### config.mk
export PLATFORM = sky130hd
export DESIGN_NAME = mpf_csr_top
export DESIGN_NICKNAME = d
export VERILOG_FILES = /design/src/source/mmio_csr_pkg.sv /design/src/source/csr_read_if.sv /design/src/source/csr_read_queue.sv /design/src/source/feature_csr_regs.sv /design/src/source/mmio_rsp_fsm.sv /design/src/source/mpf_csr_top.sv /design/src/source/starvation_timer.sv
export SDC_FILE = /design/constraint.sdc
export NUM_CORES = 1
export LEC_CHECK = 0
export BUFFER_PORTS_ARGS = -buffer_cell sky130_fd_sc_hd__buf_2
export CORE_UTILIZATION = 30
export DETAILED_ROUTE_END_ITERATION = 6
export SLEW_MARGIN = 20
export SYNTH_ARGS = -nofsm -noshare
export SYNTH_HDL_FRONTEND = slang
export SYNTH_SLANG_ARGS = --single-unit
### constraint.sdc
create_clock -name clk -period 5.45 [get_ports clk]
set_input_delay 0.2725 -clock clk [delete_from_list [all_inputs] [get_ports clk]]
set_output_delay 0.2725 -clock clk [all_outputs]
set_load 0.05 [all_outputs]
### src/source/mmio_csr_pkg.sv
`default_nettype none

package mmio_csr_pkg;

    // ======================================================================
    // Host MMIO request and response types
    // ======================================================================

    // Host word address, one step per 4 bytes
    typedef logic [15:0] t_mmio_addr;

    // Word offset from the start of the CSR window
    typedef logic [4:0] t_csr_offset;

    typedef logic [8:0] t_mmio_tid;
    typedef logic [63:0] t_mmio_data;

    // VTP translation mode register
    typedef logic [7:0] t_vtp_mode;

    // Device feature header, as seen by the host on a 64 bit read
    typedef struct packed {
        logic [3:0] ftype;
        logic [18:0] rsvd;
        logic eol;
        logic [23:0] next;
        logic [15:0] rev_id;
    } t_dfh;

    // Feature type for a building block
    localparam logic [3:0] dfh_ftype_bbb = 4'h2;

    // ======================================================================
    // CSR window layout
    // ======================================================================

    // Byte address of the window and of the feature that follows it
    localparam int csr_base_addr = 'h100;
    localparam int csr_next_addr = 0;
    localparam t_mmio_addr csr_base_word = t_mmio_addr'(csr_base_addr >> 2);

    // Each feature owns a block of 32 bit words
    localparam int vtp_block_word = 0;
    localparam int vtp_block_words = 16;
    localparam int wro_block_word = vtp_block_word + vtp_block_words;
    localparam int wro_block_words = 16;
    localparam int csr_window_words = vtp_block_words + wro_block_words;

    // Word offsets inside a block, all 64 bit aligned
    localparam int dfh_word = 0;
    localparam int uid_l_word = 2;
    localparam int uid_h_word = 4;
    localparam int vtp_mode_word = 6;
    localparam int vtp_ptbase_word = 8;

    // Read queue sizing and arbitration fairness
    localparam int csr_queue_depth = 16;
    localparam int queue_ptr_bits = $clog2(csr_queue_depth);
    localparam int starve_limit = 4;
    localparam int starve_count_bits = $clog2(starve_limit + 1);

    // Feature UIDs reported through the ID words
    localparam logic [127:0] vtp_uid = 128'hc8a2982f_ff96_42bf_a705_45727f501901;
    localparam logic [127:0] wro_uid = 128'h56b06b48_9dd7_4004_a47e_0681b4207a6d;

    // Source held in the response register
    typedef enum logic [1:0] {
        RSP_IDLE = 2'd0,
        RSP_USER = 2'd1,
        RSP_CSR = 2'd2
    } t_rsp_state;

endpackage

`default_nettype wire

### src/source/csr_read_if.sv
`timescale 1ns/100ps
`default_nettype none

// Head of the CSR read queue, offered to the response logic
interface csr_read_if;
    import mmio_csr_pkg::*;

    // High while the queue holds at least one read
    logic valid;

    // Word offset inside the window of the oldest read
    t_csr_offset offset;

    // Host transaction id that the response must carry
    t_mmio_tid tid;

    // The head entry leaves in a cycle where valid and take are both high
    logic take;

    modport producer (
        output valid,
        output offset,
        output tid,
        input take
    );

    modport consumer (
        input valid,
        input offset,
        input tid,
        output take
    );

endinterface

`default_nettype wire

### src/source/csr_read_queue.sv
`timescale 1ns/100ps
`default_nettype none

module csr_read_queue
(
    input wire clk,
    input wire reset_n,
    input wire req_valid,
    input wire req_write,
    input wire mmio_csr_pkg::t_mmio_addr req_addr,
    input wire mmio_csr_pkg::t_mmio_tid req_tid,
    csr_read_if.producer rd
);
    import mmio_csr_pkg::*;

    // Storage for queued reads, only the offset and tid are kept
    t_csr_offset offset_mem [csr_queue_depth];
    t_mmio_tid tid_mem [csr_queue_depth];

    // Pointers carry one extra wrap bit so a full queue differs from an empty one
    logic [queue_ptr_bits:0] wr_ptr;
    logic [queue_ptr_bits:0] rd_ptr;

    t_mmio_addr rel_addr;
    logic in_window;
    logic enq;
    logic deq;

    // ======================================================================
    // Window check
    // ======================================================================

    // Address relative to the window base
    assign rel_addr = req_addr - csr_base_word;

    // Below the base the subtraction wraps, so check the lower bound as well
    assign in_window = (req_addr >= csr_base_word) &&
                       (rel_addr < t_mmio_addr'(csr_window_words));

    // Only reads are queued, writes are decoded by the register block
    assign enq = req_valid && !req_write && in_window;
    assign deq = rd.valid && rd.take;

    // ======================================================================
    // Circular buffer
    // ======================================================================

    always_ff @(posedge clk)
    begin
        if (enq)
        begin
            offset_mem[wr_ptr[queue_ptr_bits-1:0]] <= t_csr_offset'(rel_addr);
            tid_mem[wr_ptr[queue_ptr_bits-1:0]] <= req_tid;
        end
    end

    // The host never has more than a full queue of reads in flight
    always_ff @(posedge clk)
    begin
        if (!reset_n)
        begin
            wr_ptr <= '0;
            rd_ptr <= '0;
        end
        else
        begin
            if (enq)
            begin
                wr_ptr <= wr_ptr + 1'b1;
            end
            if (deq)
            begin
                rd_ptr <= rd_ptr + 1'b1;
            end
        end
    end

    // Oldest entry is always presented, in request order
    assign rd.valid = (wr_ptr != rd_ptr);
    assign rd.offset = offset_mem[rd_ptr[queue_ptr_bits-1:0]];
    assign rd.tid = tid_mem[rd_ptr[queue_ptr_bits-1:0]];

endmodule

`default_nettype wire

### src/source/feature_csr_regs.sv
`timescale 1ns/100ps
`default_nettype none

module feature_csr_regs
#(
    parameter bit vtp_enable = 1'b1,
    parameter bit wro_enable = 1'b1
)
(
    input wire clk,
    input wire reset_n,
    input wire req_valid,
    input wire req_write,
    input wire mmio_csr_pkg::t_mmio_addr req_addr,
    input wire mmio_csr_pkg::t_mmio_data req_data,
    input wire mmio_csr_pkg::t_csr_offset rd_offset,
    output mmio_csr_pkg::t_mmio_data rd_data,
    output mmio_csr_pkg::t_vtp_mode vtp_mode,
    output mmio_csr_pkg::t_mmio_data vtp_page_table_base,
    output logic vtp_page_table_base_valid
);
    import mmio_csr_pkg::*;

    t_dfh vtp_dfh;
    t_dfh wro_dfh;
    logic [127:0] vtp_uid_val;
    logic [127:0] wro_uid_val;

    // A 64 bit register may be written whole or as two 32 bit halves,
    // so the low word address bit is ignored for the match
    function automatic logic hits_word64(input t_mmio_addr addr, input int word_off);
        t_mmio_addr aligned;
        aligned = {addr[15:1], 1'b0};
        return aligned == (csr_base_word + t_mmio_addr'(word_off));
    endfunction

    // ======================================================================
    // Host writes to the VTP configuration
    // ======================================================================

    always_ff @(posedge clk)
    begin
        if (!reset_n)
        begin
            vtp_mode <= '0;
            vtp_page_table_base <= '0;
            vtp_page_table_base_valid <= 1'b0;
        end
        else if (req_valid && req_write)
        begin
            if (hits_word64(req_addr, vtp_block_word + vtp_mode_word))
            begin
                vtp_mode <= t_vtp_mode'(req_data);
            end
            else if (hits_word64(req_addr, vtp_block_word + vtp_ptbase_word))
            begin
                vtp_page_table_base <= req_data;
                // The upper half of a split write arrives first, at the odd word,
                // and the update is only complete once the even word lands
                vtp_page_table_base_valid <= ~req_addr[0];
            end
        end
    end

    // ======================================================================
    // Feature headers
    // ======================================================================

    always_comb
    begin
        // VTP is first in the list and points at the WRO block
        vtp_dfh = '0;
        vtp_dfh.ftype = dfh_ftype_bbb;
        vtp_dfh.next = 24'(wro_block_word * 4);

        wro_dfh = '0;
        wro_dfh.ftype = dfh_ftype_bbb;
        if (csr_next_addr == 0)
        begin
            // Nothing follows, so WRO closes the feature list
            wro_dfh.next = 24'((wro_block_word + wro_block_words) * 4);
            wro_dfh.eol = 1'b1;
        end
        else
        begin
            wro_dfh.next = 24'(csr_next_addr);
        end
    end

    // A feature that is built out reports a null UID
    assign vtp_uid_val = vtp_enable ? vtp_uid : '0;
    assign wro_uid_val = wro_enable ? wro_uid : '0;

    // Read data for the offset at the head of the queue
    always_comb
    begin
        case (rd_offset)
            t_csr_offset'(vtp_block_word + dfh_word):        rd_data = vtp_dfh;
            t_csr_offset'(vtp_block_word + uid_l_word):      rd_data = vtp_uid_val[63:0];
            t_csr_offset'(vtp_block_word + uid_h_word):      rd_data = vtp_uid_val[127:64];
            t_csr_offset'(vtp_block_word + vtp_mode_word):   rd_data = t_mmio_data'(vtp_mode);
            t_csr_offset'(vtp_block_word + vtp_ptbase_word): rd_data = vtp_page_table_base;
            t_csr_offset'(wro_block_word + dfh_word):        rd_data = wro_dfh;
            t_csr_offset'(wro_block_word + uid_l_word):      rd_data = wro_uid_val[63:0];
            t_csr_offset'(wro_block_word + uid_h_word):      rd_data = wro_uid_val[127:64];
            // Unmapped words inside the window still answer, with zero
            default:                                         rd_data = '0;
        endcase
    end

endmodule

`default_nettype wire

### src/source/mmio_rsp_fsm.sv
`timescale 1ns/100ps
`default_nettype none

module mmio_rsp_fsm
(
    input wire clk,
    input wire reset_n,
    input wire user_rsp_valid,
    input wire mmio_csr_pkg::t_mmio_tid user_rsp_tid,
    input wire mmio_csr_pkg::t_mmio_data user_rsp_data,
    input wire mmio_csr_pkg::t_mmio_data rd_data,
    input wire hold,
    csr_read_if.consumer rd,
    output mmio_csr_pkg::t_csr_offset rd_offset,
    output logic csr_waiting,
    output logic user_won,
    output logic host_rsp_valid,
    output mmio_csr_pkg::t_mmio_tid host_rsp_tid,
    output mmio_csr_pkg::t_mmio_data host_rsp_data
);
    import mmio_csr_pkg::*;

    t_rsp_state rsp_state;
    t_rsp_state rsp_next;

    logic user_sel;
    logic csr_sel;

    // ======================================================================
    // Port arbitration
    // ======================================================================

    // User responses win unless the starvation timer holds them off
    assign user_sel = user_rsp_valid && !hold;
    assign csr_sel = rd.valid && !user_sel;

    // Dequeue exactly when the head read is loaded into the response register
    assign rd.take = csr_sel;
    assign rd_offset = rd.offset;

    // Status for the starvation timer
    assign csr_waiting = rd.valid;
    assign user_won = user_sel;

    always_comb
    begin
        rsp_next = RSP_IDLE;
        if (user_sel)
        begin
            rsp_next = RSP_USER;
        end
        else if (csr_sel)
        begin
            rsp_next = RSP_CSR;
        end
    end

    always_ff @(posedge clk)
    begin
        if (!reset_n)
        begin
            rsp_state <= RSP_IDLE;
        end
        else
        begin
            rsp_state <= rsp_next;
        end
    end

    // ======================================================================
    // Response register
    // ======================================================================

    // User payloads pass through untouched, CSR reads take the decoded word
    always_ff @(posedge clk)
    begin
        if (user_sel)
        begin
            host_rsp_tid <= user_rsp_tid;
            host_rsp_data <= user_rsp_data;
        end
        else if (csr_sel)
        begin
            host_rsp_tid <= rd.tid;
            host_rsp_data <= rd_data;
        end
    end

    assign host_rsp_valid = (rsp_state != RSP_IDLE);

endmodule

`default_nettype wire

### src/source/mpf_csr_top.sv
`timescale 1ns/100ps
`default_nettype none

module mpf_csr_top
#(
    parameter bit vtp_enable = 1'b1,
    parameter bit wro_enable = 1'b1
)
(
    input wire clk,
    input wire reset_n,
    input wire host_req_valid,
    input wire host_req_write,
    input wire mmio_csr_pkg::t_mmio_addr host_req_addr,
    input wire mmio_csr_pkg::t_mmio_tid host_req_tid,
    input wire mmio_csr_pkg::t_mmio_data host_req_data,
    input wire user_rsp_valid,
    input wire mmio_csr_pkg::t_mmio_tid user_rsp_tid,
    input wire mmio_csr_pkg::t_mmio_data user_rsp_data,
    output logic user_rsp_ready,
    output logic host_rsp_valid,
    output mmio_csr_pkg::t_mmio_tid host_rsp_tid,
    output mmio_csr_pkg::t_mmio_data host_rsp_data,
    output mmio_csr_pkg::t_vtp_mode vtp_mode,
    output mmio_csr_pkg::t_mmio_data vtp_page_table_base,
    output logic vtp_page_table_base_valid
);
    import mmio_csr_pkg::*;

    // Head of the read queue toward the response logic
    csr_read_if rd_if ();

    t_csr_offset rd_offset;
    t_mmio_data rd_data;
    logic csr_waiting;
    logic user_won;
    logic hold;

    // In-window reads are buffered since the response port is shared
    csr_read_queue u_queue (
        .clk(clk),
        .reset_n(reset_n),
        .req_valid(host_req_valid),
        .req_write(host_req_write),
        .req_addr(host_req_addr),
        .req_tid(host_req_tid),
        .rd(rd_if.producer)
    );

    feature_csr_regs #(
        .vtp_enable(vtp_enable),
        .wro_enable(wro_enable)
    ) u_regs (
        .clk(clk),
        .reset_n(reset_n),
        .req_valid(host_req_valid),
        .req_write(host_req_write),
        .req_addr(host_req_addr),
        .req_data(host_req_data),
        .rd_offset(rd_offset),
        .rd_data(rd_data),
        .vtp_mode(vtp_mode),
        .vtp_page_table_base(vtp_page_table_base),
        .vtp_page_table_base_valid(vtp_page_table_base_valid)
    );

    mmio_rsp_fsm u_rsp (
        .clk(clk),
        .reset_n(reset_n),
        .user_rsp_valid(user_rsp_valid),
        .user_rsp_tid(user_rsp_tid),
        .user_rsp_data(user_rsp_data),
        .rd_data(rd_data),
        .hold(hold),
        .rd(rd_if.consumer),
        .rd_offset(rd_offset),
        .csr_waiting(csr_waiting),
        .user_won(user_won),
        .host_rsp_valid(host_rsp_valid),
        .host_rsp_tid(host_rsp_tid),
        .host_rsp_data(host_rsp_data)
    );

    starvation_timer u_timer (
        .clk(clk),
        .reset_n(reset_n),
        .csr_waiting(csr_waiting),
        .user_won(user_won),
        .hold(hold)
    );

    // The user is only ever stalled by the one cycle hold
    assign user_rsp_ready = ~hold;

endmodule

`default_nettype wire

### src/source/starvation_timer.sv
`timescale 1ns/100ps
`default_nettype none

module starvation_timer
(
    input wire clk,
    input wire reset_n,
    input wire csr_waiting,
    input wire user_won,
    output logic hold
);
    import mmio_csr_pkg::*;

    // Cycles in a row that a pending CSR read lost the port to the user
    logic [starve_count_bits-1:0] starve_count;

    always_ff @(posedge clk)
    begin
        if (!reset_n)
        begin
            starve_count <= '0;
        end
        else if (!csr_waiting || !user_won)
        begin
            // Either nothing is waiting or the CSR read was just served
            starve_count <= '0;
        end
        else if (!hold)
        begin
            // Saturate at the limit, hold keeps the user off until the read goes
            starve_count <= starve_count + 1'b1;
        end
    end

    // One cycle of hold, since the CSR read is served in that same cycle
    // and the count then clears
    assign hold = (starve_count == starve_count_bits'(starve_limit));

endmodule

`default_nettype wire

==> results.json, run 1 <==
{
  "fin_crit_sh_pct": 74.35,
  "num_vias": 10957,
  "path_max_fanout": 30,
  "p_clk_share_pct": 42.9,
  "grt_pass1_wl_mm": 66.74,
  "cts_buffers": 40,
  "p_total_mw": 6.328,
  "crit_chain": "buf_4, mux4_2, nand2_1, nand3_2, nor4_4, nor2b_1, a21oi_1, o21ai_1",
  "post-cts-setup-buffers": 0,
  "synth-seq-cells": 389,
  "clkSinkCount": 389,
  "endpoint": "u_rsp.host_rsp_data[44]",
  "grt-ovfl-total": 0,
  "cts_tree": "done",
  "worst_r2r_path_depth": 8,
  "final.setup.tns_ns": 0,
  "grtUsageTotal_pct": 16.55,
  "final_cell_mix": "314 x buf_2, 297 x edfxtp_1, 236 x nand2_1",
  "drive_gt1_share_pct": 30.96,
  "synth_largest_area_cell": "edfxtp_1",
  "yosys-top-cells-area": "edfxtp_1 56%, dfxtp_1 12%, mux4_2 8.8%",
  "antenna_left": 0,
  "gp_congestion": 0.8246,
  "clock_path_buffers": 3,
  "layout_commonest_cell": "buf_2",
  "clk_pin_slew_ns": 0.06,
  "p_leak_nw": 7.303,
  "grt_max_degree": 87,
  "dieHeight_um": 232.5,
  "startpoint_type": "register",
  "swShare_pct": 22.24,
  "drc_errors": 0,
  "grt_pass1_vias": 10557,
  "rows": 84,
  "via_per_inst": 4.894,
  "worst_slew_pin_slew_ns": 1.139,
  "period_minus_slack_ns": 4.052,
  "cts-root-buf": "clkbuf_16",
  "syn_area_um2": 15940,
  "area_growth_syn_to_layout_pct": 27.79,
  "status": "complete, no violations",
  "critPathCaptureType": "register",
  "slew_viol_final": 0,
  "pwr-share-seq_pct": 51.2,
  "ys_async_sr_fraction_pct": 0,
  "hp-class": "in2reg",
  "min_path_cells": 3,
  "portBuffers": 314,
  "synth_cell_types": 56,
  "seq_area_frac_synth_pct": 67.53,
  "critPathSlowestCell": "nor4_4",
  "place_ws_ns": 1.235,
  "intPower_mw": 4.921,
  "peakVddDrop_mv": 0.1946,
  "synthFlopType": "edfxtp_1",
  "synth-edff-count": 297,
  "dpl.hpwl_mm": 30.20,
  "crit_family": "simple AND/OR/NAND/NOR gates",
  "clock_latency_ns": 0.55,
  "drt_wl_total_mm": 46.26,
  "synthesis.nets": 1305,
  "setup_viol": 0,
  "start_util_pct": 30.32,
  "timing_hold_violations_final": 0,
  "cp_num_buf_inv": 1,
  "fmax_mhz": 246.8,
  "htreeDepth": 2,
  "die-width_um": 232.5,
  "power.net_switching_mw": 1.408,
  "yosysTopAreaCellShare_pct": 55.97,
  "finClkSkew_ns": 0.01612,
  "cp_num_cells": 8,
  "cp.arrival_ns": 4.45,
  "rsz0062_at_grt": "false",
  "antenna_found_initial": 10,
  "r2r_slack_ns": 1.40,
  "core-area_um2": 52550,
  "slew_headroom_pct": 23.62,
  "rr_endpoint": "u_rsp.host_rsp_data[44]",
  "syn_area_per_cell_um2": 14.09,
  "comb_power_share_pct": 5.9,
  "dieArea_um2": 54040,
  "drtPass1Iterations": 7,
  "required_ns": 5.85,
  "cts_resized": 0,
  "ys.warnings.count": 0,
  "ioPinCount": 315,
  "final.setup.worst_slack_ns": 1.398,
  "cap_violations": 0,
  "netlist_instances": 1131,
  "drtIter0Drc": 823,
  "nets": 1693,
  "power.density_nw_per_um2": 310.8,
  "setup.worst_path.class": "reg2reg",
  "cpPeakStageDelay_ns": 0.90,
  "wl_per_cell_um": 20.66
}
## what timing repair did
action / in CTS / in global routing
endpoints found under the hold margin: 96 / 0
hold buffers: 92 / 0
endpoints found under the setup margin: 0 / 0
## cells by family after synthesis
group	Yosys count	share of synthesized area [%]
and+or+nand+nor	347	9.838
adders and majority gates	7	0.5496
DFF	389	67.53
AOI/OAI and AO/OA	217	8.841
buffers and inverters	79	2.599
xor gates and xnor gates	15	0.8244
muxes	77	9.823
## state kept, by name (all words and copies together) (netlist names), named ones only
name                              count
u_queue.offset_mem                   80
u_queue.rd_ptr                        5
u_queue.tid_mem                     144
u_queue.wr_ptr                        5
u_regs.vtp_mode                       8
u_regs.vtp_page_table_base           64
u_regs.vtp_page_table_base_valid      1
u_rsp.host_rsp_data                  64
u_rsp.host_rsp_tid                    9
u_rsp.rsp_state                       2
u_timer.starve_count                  3
## power by group through the flow
stage               logic [mW]  clock network (mW)  registers (mW)
detailed placement       0.322                   0            3.30
floorplan               0.0588                   0            3.42
global placement         0.318                   0            3.30
finish                   0.374                2.72            3.24
global route             0.398                2.87            3.24
CTS                      0.375                2.76            3.24
## synth_stat cells, drive strengths merged, types with 2 or more instances
| cell | instances |
|---|---|
| a211oi | 3 |
| a21boi | 78 |
| a21oi | 40 |
| a22o | 4 |
| a22oi | 9 |
| a2bb2oi | 4 |
| a31oi | 2 |
| and2 | 25 |
| and3 | 6 |
| buf | 35 |
| clkbuf | 35 |
| dfxtp | 92 |
| edfxtp | 297 |
| ha | 7 |
| inv | 9 |
| mux2 | 2 |
| mux2i | 12 |
| mux4 | 63 |
| nand2 | 239 |
| nand2b | 2 |
| nand3 | 9 |
| nand4 | 3 |
| nor2 | 23 |
| nor2b | 15 |
| nor3 | 10 |
| nor4 | 5 |
| nor4b | 2 |
| o21a | 2 |
| o21ai | 71 |
| or3 | 2 |
| xnor2 | 11 |
| xor2 | 4 |
## worst min-delay path, stage by stage
cell     delay (ns)
buf_2          0.08
nand2_1        0.04
o21ai_1        0.06
## layer usage
layer  routed length (um)  vias to the layer above  part of all wire, %  track usage, %
met2                23020                      453                   50           28.43
li1                     -                     4975                    -               -
met1                18710                     5443                   40           20.75
met5                   50                        -                 0.11               0
met4                 1233                        8                  2.7           5.106
met3                 3245                       78                  7.0           3.468
## final cells by class
type	count	area (um^2)
diodes	4	10.01
clock buffers	50	1049
clock inverters	20	227.7
multi-input cells	663	4850
repair buffers	416	2567
inverters	9	33.78
flip-flops and latches	389	10770
well taps	688	860.8
fillers	4932	32190
## how the worst min path moves through the flow
stage	start	endpoint	slack (ns)
after detailed placement	u_regs.vtp_page_table_base[4]	u_regs.vtp_page_table_base[4]	0.46
final	user_rsp_data[42]	u_rsp.host_rsp_data[42]	0.02
after floorplan	host_req_addr[0]	u_queue.offset_mem[0][0]	0.37
after global placement	u_regs.vtp_page_table_base[24]	u_regs.vtp_page_table_base[24]	0.46
after CTS	user_rsp_data[46]	u_rsp.host_rsp_data[46]	0.0002
after global routing	user_rsp_data[42]	u_rsp.host_rsp_data[42]	0.009
## through the flow
step                      utilization (%)  instance area, um^2  instances  hold WS, ns
final                               38.75                20360       2239      0.01886
after floorplan                         -                15940       1131       0.3714
after detailed placement            34.53                18140       2073       0.4634
after global placement              34.52                18140       2073       0.4566
after global routing                38.74                20360       2236     0.009485
after CTS                           38.71                20340       2235    0.0001840
Power figures use the tool's default switching activity.
==> run 2: changes to the inputs <==
- ABC_AREA: unset -> 1
- clock period: 5.45 -> 4.2 ns (I/O delays scaled with it)
==> results.json, run 2 <==
{
  "finClkSkew_ns": 0.04748,
  "synth_cell_types": 38,
  "drtPass1Iterations": 5,
  "clk_pin_slew_ns": 0.06,
  "yosys-top-cells-area": "edfxtp_1 54%, dfxtp_1 11%, nand2_1 9.2%",
  "gp_congestion": 0.9129,
  "wl_per_cell_um": 19.41,
  "synth_compound_area_share_pct": 9.260,
  "core-area_um2": 53920,
  "netlist_instances": 1600,
  "ioPinCount": 315,
  "startpoint_type": "register",
  "hold_end": "u_queue.offset_mem[12][2]",
  "drc_errors": 0,
  "status": "complete, no violations",
  "synth-simple-area-share_pct": 18.20,
  "final.setup.worst_slack_ns": 0.9997,
  "peakVddDrop_mv": 0.3023,
  "final_cell_mix": "398 x nand2_1, 314 x buf_2, 297 x edfxtp_1",
  "synth_largest_area_cell": "edfxtp_1",
  "layout_commonest_cell": "nand2_1",
  "worst_slew_pin_slew_ns": 1.167,
  "dieArea_um2": 55570,
  "grt_max_degree": 120,
  "cpPeakStageDelay_ns": 0.51,
  "slew_headroom_pct": 22.15,
  "setup_viol": 0,
  "clock_path_buffers": 3,
  "stdcell_count": 2770,
  "r2r_slack_ns": 1.0,
  "ys.warnings.count": 0,
  "synth-edff-count": 297,
  "synthesis.nets": 1774,
  "grt_pass1_vias": 13104,
  "ys_async_sr_fraction_pct": 0,
  "cts-root-buf": "clkbuf_16",
  "synth-seq-cells": 389,
  "cts_tree": "done",
  "cp_num_buf_inv": 3,
  "timing_hold_violations_final": 0,
  "cap_violations": 0,
  "grt_pass1_wl_mm": 80.47,
  "portBuffers": 314,
  "drtIter0Drc": 1263,
  "hold_start": "host_req_addr[2]",
  "fmax_mhz": 312.5,
  "place_ws_ns": 0.9997,
  "via_per_inst": 4.906,
  "period_minus_slack_ns": 3.200,
  "htreeDepth": 2,
  "drt_wl_total_mm": 53.76,
  "hp-class": "in2reg",
  "fin_area_um2": 21550,
  "synth_common_cells": "400 x nand2_1, 297 x edfxtp_1, 208 x nor2_1, 130 x inv_1, 99 x o21ai_0",
  "fin_crit_sh_pct": 76.20,
  "seq_area_frac_synth_pct": 65.65,
  "dpl.hpwl_mm": 34.72,
  "rsz0062_at_grt": "false",
  "post-cts-setup-buffers": 0,
  "cp.arrival_ns": 3.65,
  "p_leak_nw": 9.093,
  "critPathMostFrequentCell": "nand2_1",
  "antenna_found_initial": 4,
  "synth_top_family_by_area": "simple AND/OR/NAND/NOR gates",
  "worst_r2r_path_depth": 15,
  "path_max_fanout": 39,
  "synthFlopType": "edfxtp_1",
  "drive_gt1_share_pct": 21.47,
  "critPathSlowestCell": "inv_2",
  "place_area_um2": 18620,
  "synth_mux_area_share_pct": 0,
  "final.setup.tns_ns": 0,
  "synth_most_common_cell": "nand2_1",
  "yosysTopAreaCellShare_pct": 54.41,
  "dieHeight_um": 235.7,
  "synthAdderAreaFrac_pct": 0.5344,
  "start_util_pct": 30.40,
  "cts_resized": 0,
  "die-width_um": 235.7,
  "nets": 2211,
  "grtUsageTotal_pct": 18.92,
  "grt-ovfl-total": 0,
  "synth_xor_xnor_area_share_pct": 0.2672,
  "fillers": 5192,
  "syn_area_per_cell_um2": 10.24,
  "rows": 85,
  "p_total_mw": 9.664,
  "crit_family": "simple AND/OR/NAND/NOR gates",
  "required_ns": 4.65,
  "critPathCaptureType": "register",
  "clkSinkCount": 389,
  "clock_latency_ns": 0.59,
  "slew_viol_final": 0,
  "syn_area_um2": 16390,
  "cts_buffers": 45,
  "crit_chain": "inv_2, nand2_1, nand2_1, nand2_1, nand3_1, nand3_1, nand2_4, inv_2, nor2_2, nand3_1, nand2_1, inv_2, nand2_1, nand2_1, nand2_1",
  "rr_endpoint": "u_rsp.host_rsp_data[38]",
  "min_path_cells": 1,
  "power.density_nw_per_um2": 448.4,
  "area_growth_syn_to_layout_pct": 31.50,
  "antenna_left": 0,
  "placed_cells": 2541,
  "num_vias": 13591,
  "setup.worst_path.class": "reg2reg",
  "largest_reg_flops": 144,
  "hold_buffers": 145
}
## run 2: cell types whose count changed in the layout (fill, tap and decap cells not counted), moves of 53 or more
cell	previous run	this run
a211oi_1	3	73
dlygate4sd3_1	92	145
inv_1	9	128
mux4_2	62	0
nand2_1	236	398
nand3_1	8	85
nor2_1	20	194
o21ai_0	10	99
## run 2: cell families after synthesis
family                   Yosys count
AO/OA/AOI/OAI                    241
AND/OR/NAND/NOR                  725
buffers and inverters            233
flip-flops                       389
XOR/XNOR                           5
adder cells (fa/ha/maj)            7
## run 2: worst reg2reg max path, cell delays in order, from the launching register on
cell and delay (ns):
dfxtp_4 0.47, inv_2 0.52, nand2_1 0.11, nand2_1 0.08, nand2_1 0.05, nand3_1 0.10, nand3_1 0.15, nand2_4 0.17
inv_2 0.05, nor2_2 0.47, nand3_1 0.45, nand2_1 0.23, inv_2 0.06, nand2_1 0.05, nand2_1 0.05, nand2_1 0.09
## run 2: how the worst max path moves through the flow
| stage | to | slack [ns] | cells past startpoint |
|---|---|---|---|
| after floorplan | u_rsp.host_rsp_data[0] | 0.51 | 7 |
| after global placement | u_rsp.host_rsp_data[58] | 1.05 | 12 |
| after detailed placement | u_rsp.host_rsp_data[38] | 1.0 | 14 |
| after CTS | u_rsp.host_rsp_data[38] | 1.02 | 15 |
| after global routing | u_rsp.host_rsp_data[57] | 0.66 | 15 |
| final | u_rsp.host_rsp_data[38] | 1.0 | 15 |
## run 2: cell type report
cell class | count | area, um^2 | share of cell area, %
timing repair buffer | 481 | 3213 | 14.91
antenna | 1 | 2.502 | 0.01161
sequential | 389 | 10760 | 49.94
multi-input combinational | 978 | 4710 | 21.85
clock buffer | 59 | 1199 | 5.561
tap | 696 | 870.8 | 4.040
clock inverter | 24 | 260.3 | 1.207
inverter | 142 | 535.5 | 2.484
## run 2: report_power, final
group | internal, mW | switching [mW] | leakage (nW)
combinational | 0.392 | 1.05 | 4.88
clock | 2.22 | 1.65 | 0.707
sequential | 4.29 | 0.0598 | 3.50
total | 6.91 | 2.76 | 9.09
## run 2: layer usage
metal / vias up / GRT usage (%) / wire, um
met5: - / 0 / 23
li1: 6344 / - / -
met4: 4 / 6.120 / 1396
met2: 560 / 30.14 / 25210
met3: 109 / 3.612 / 3822
met1: 6574 / 25.86 / 23310
## run 2: through the flow
stage / utilization, % / hold slack [ns]
6_report: 39.97 / 0.02374
5_1_grt: 39.97 / 0.02148
4_1_cts: 39.93 / 0.002693
3_5_place_dp: 34.53 / 0.4577
3_3_place_gp: 34.53 / 0.4541
2_1_floorplan: - / 0.2994
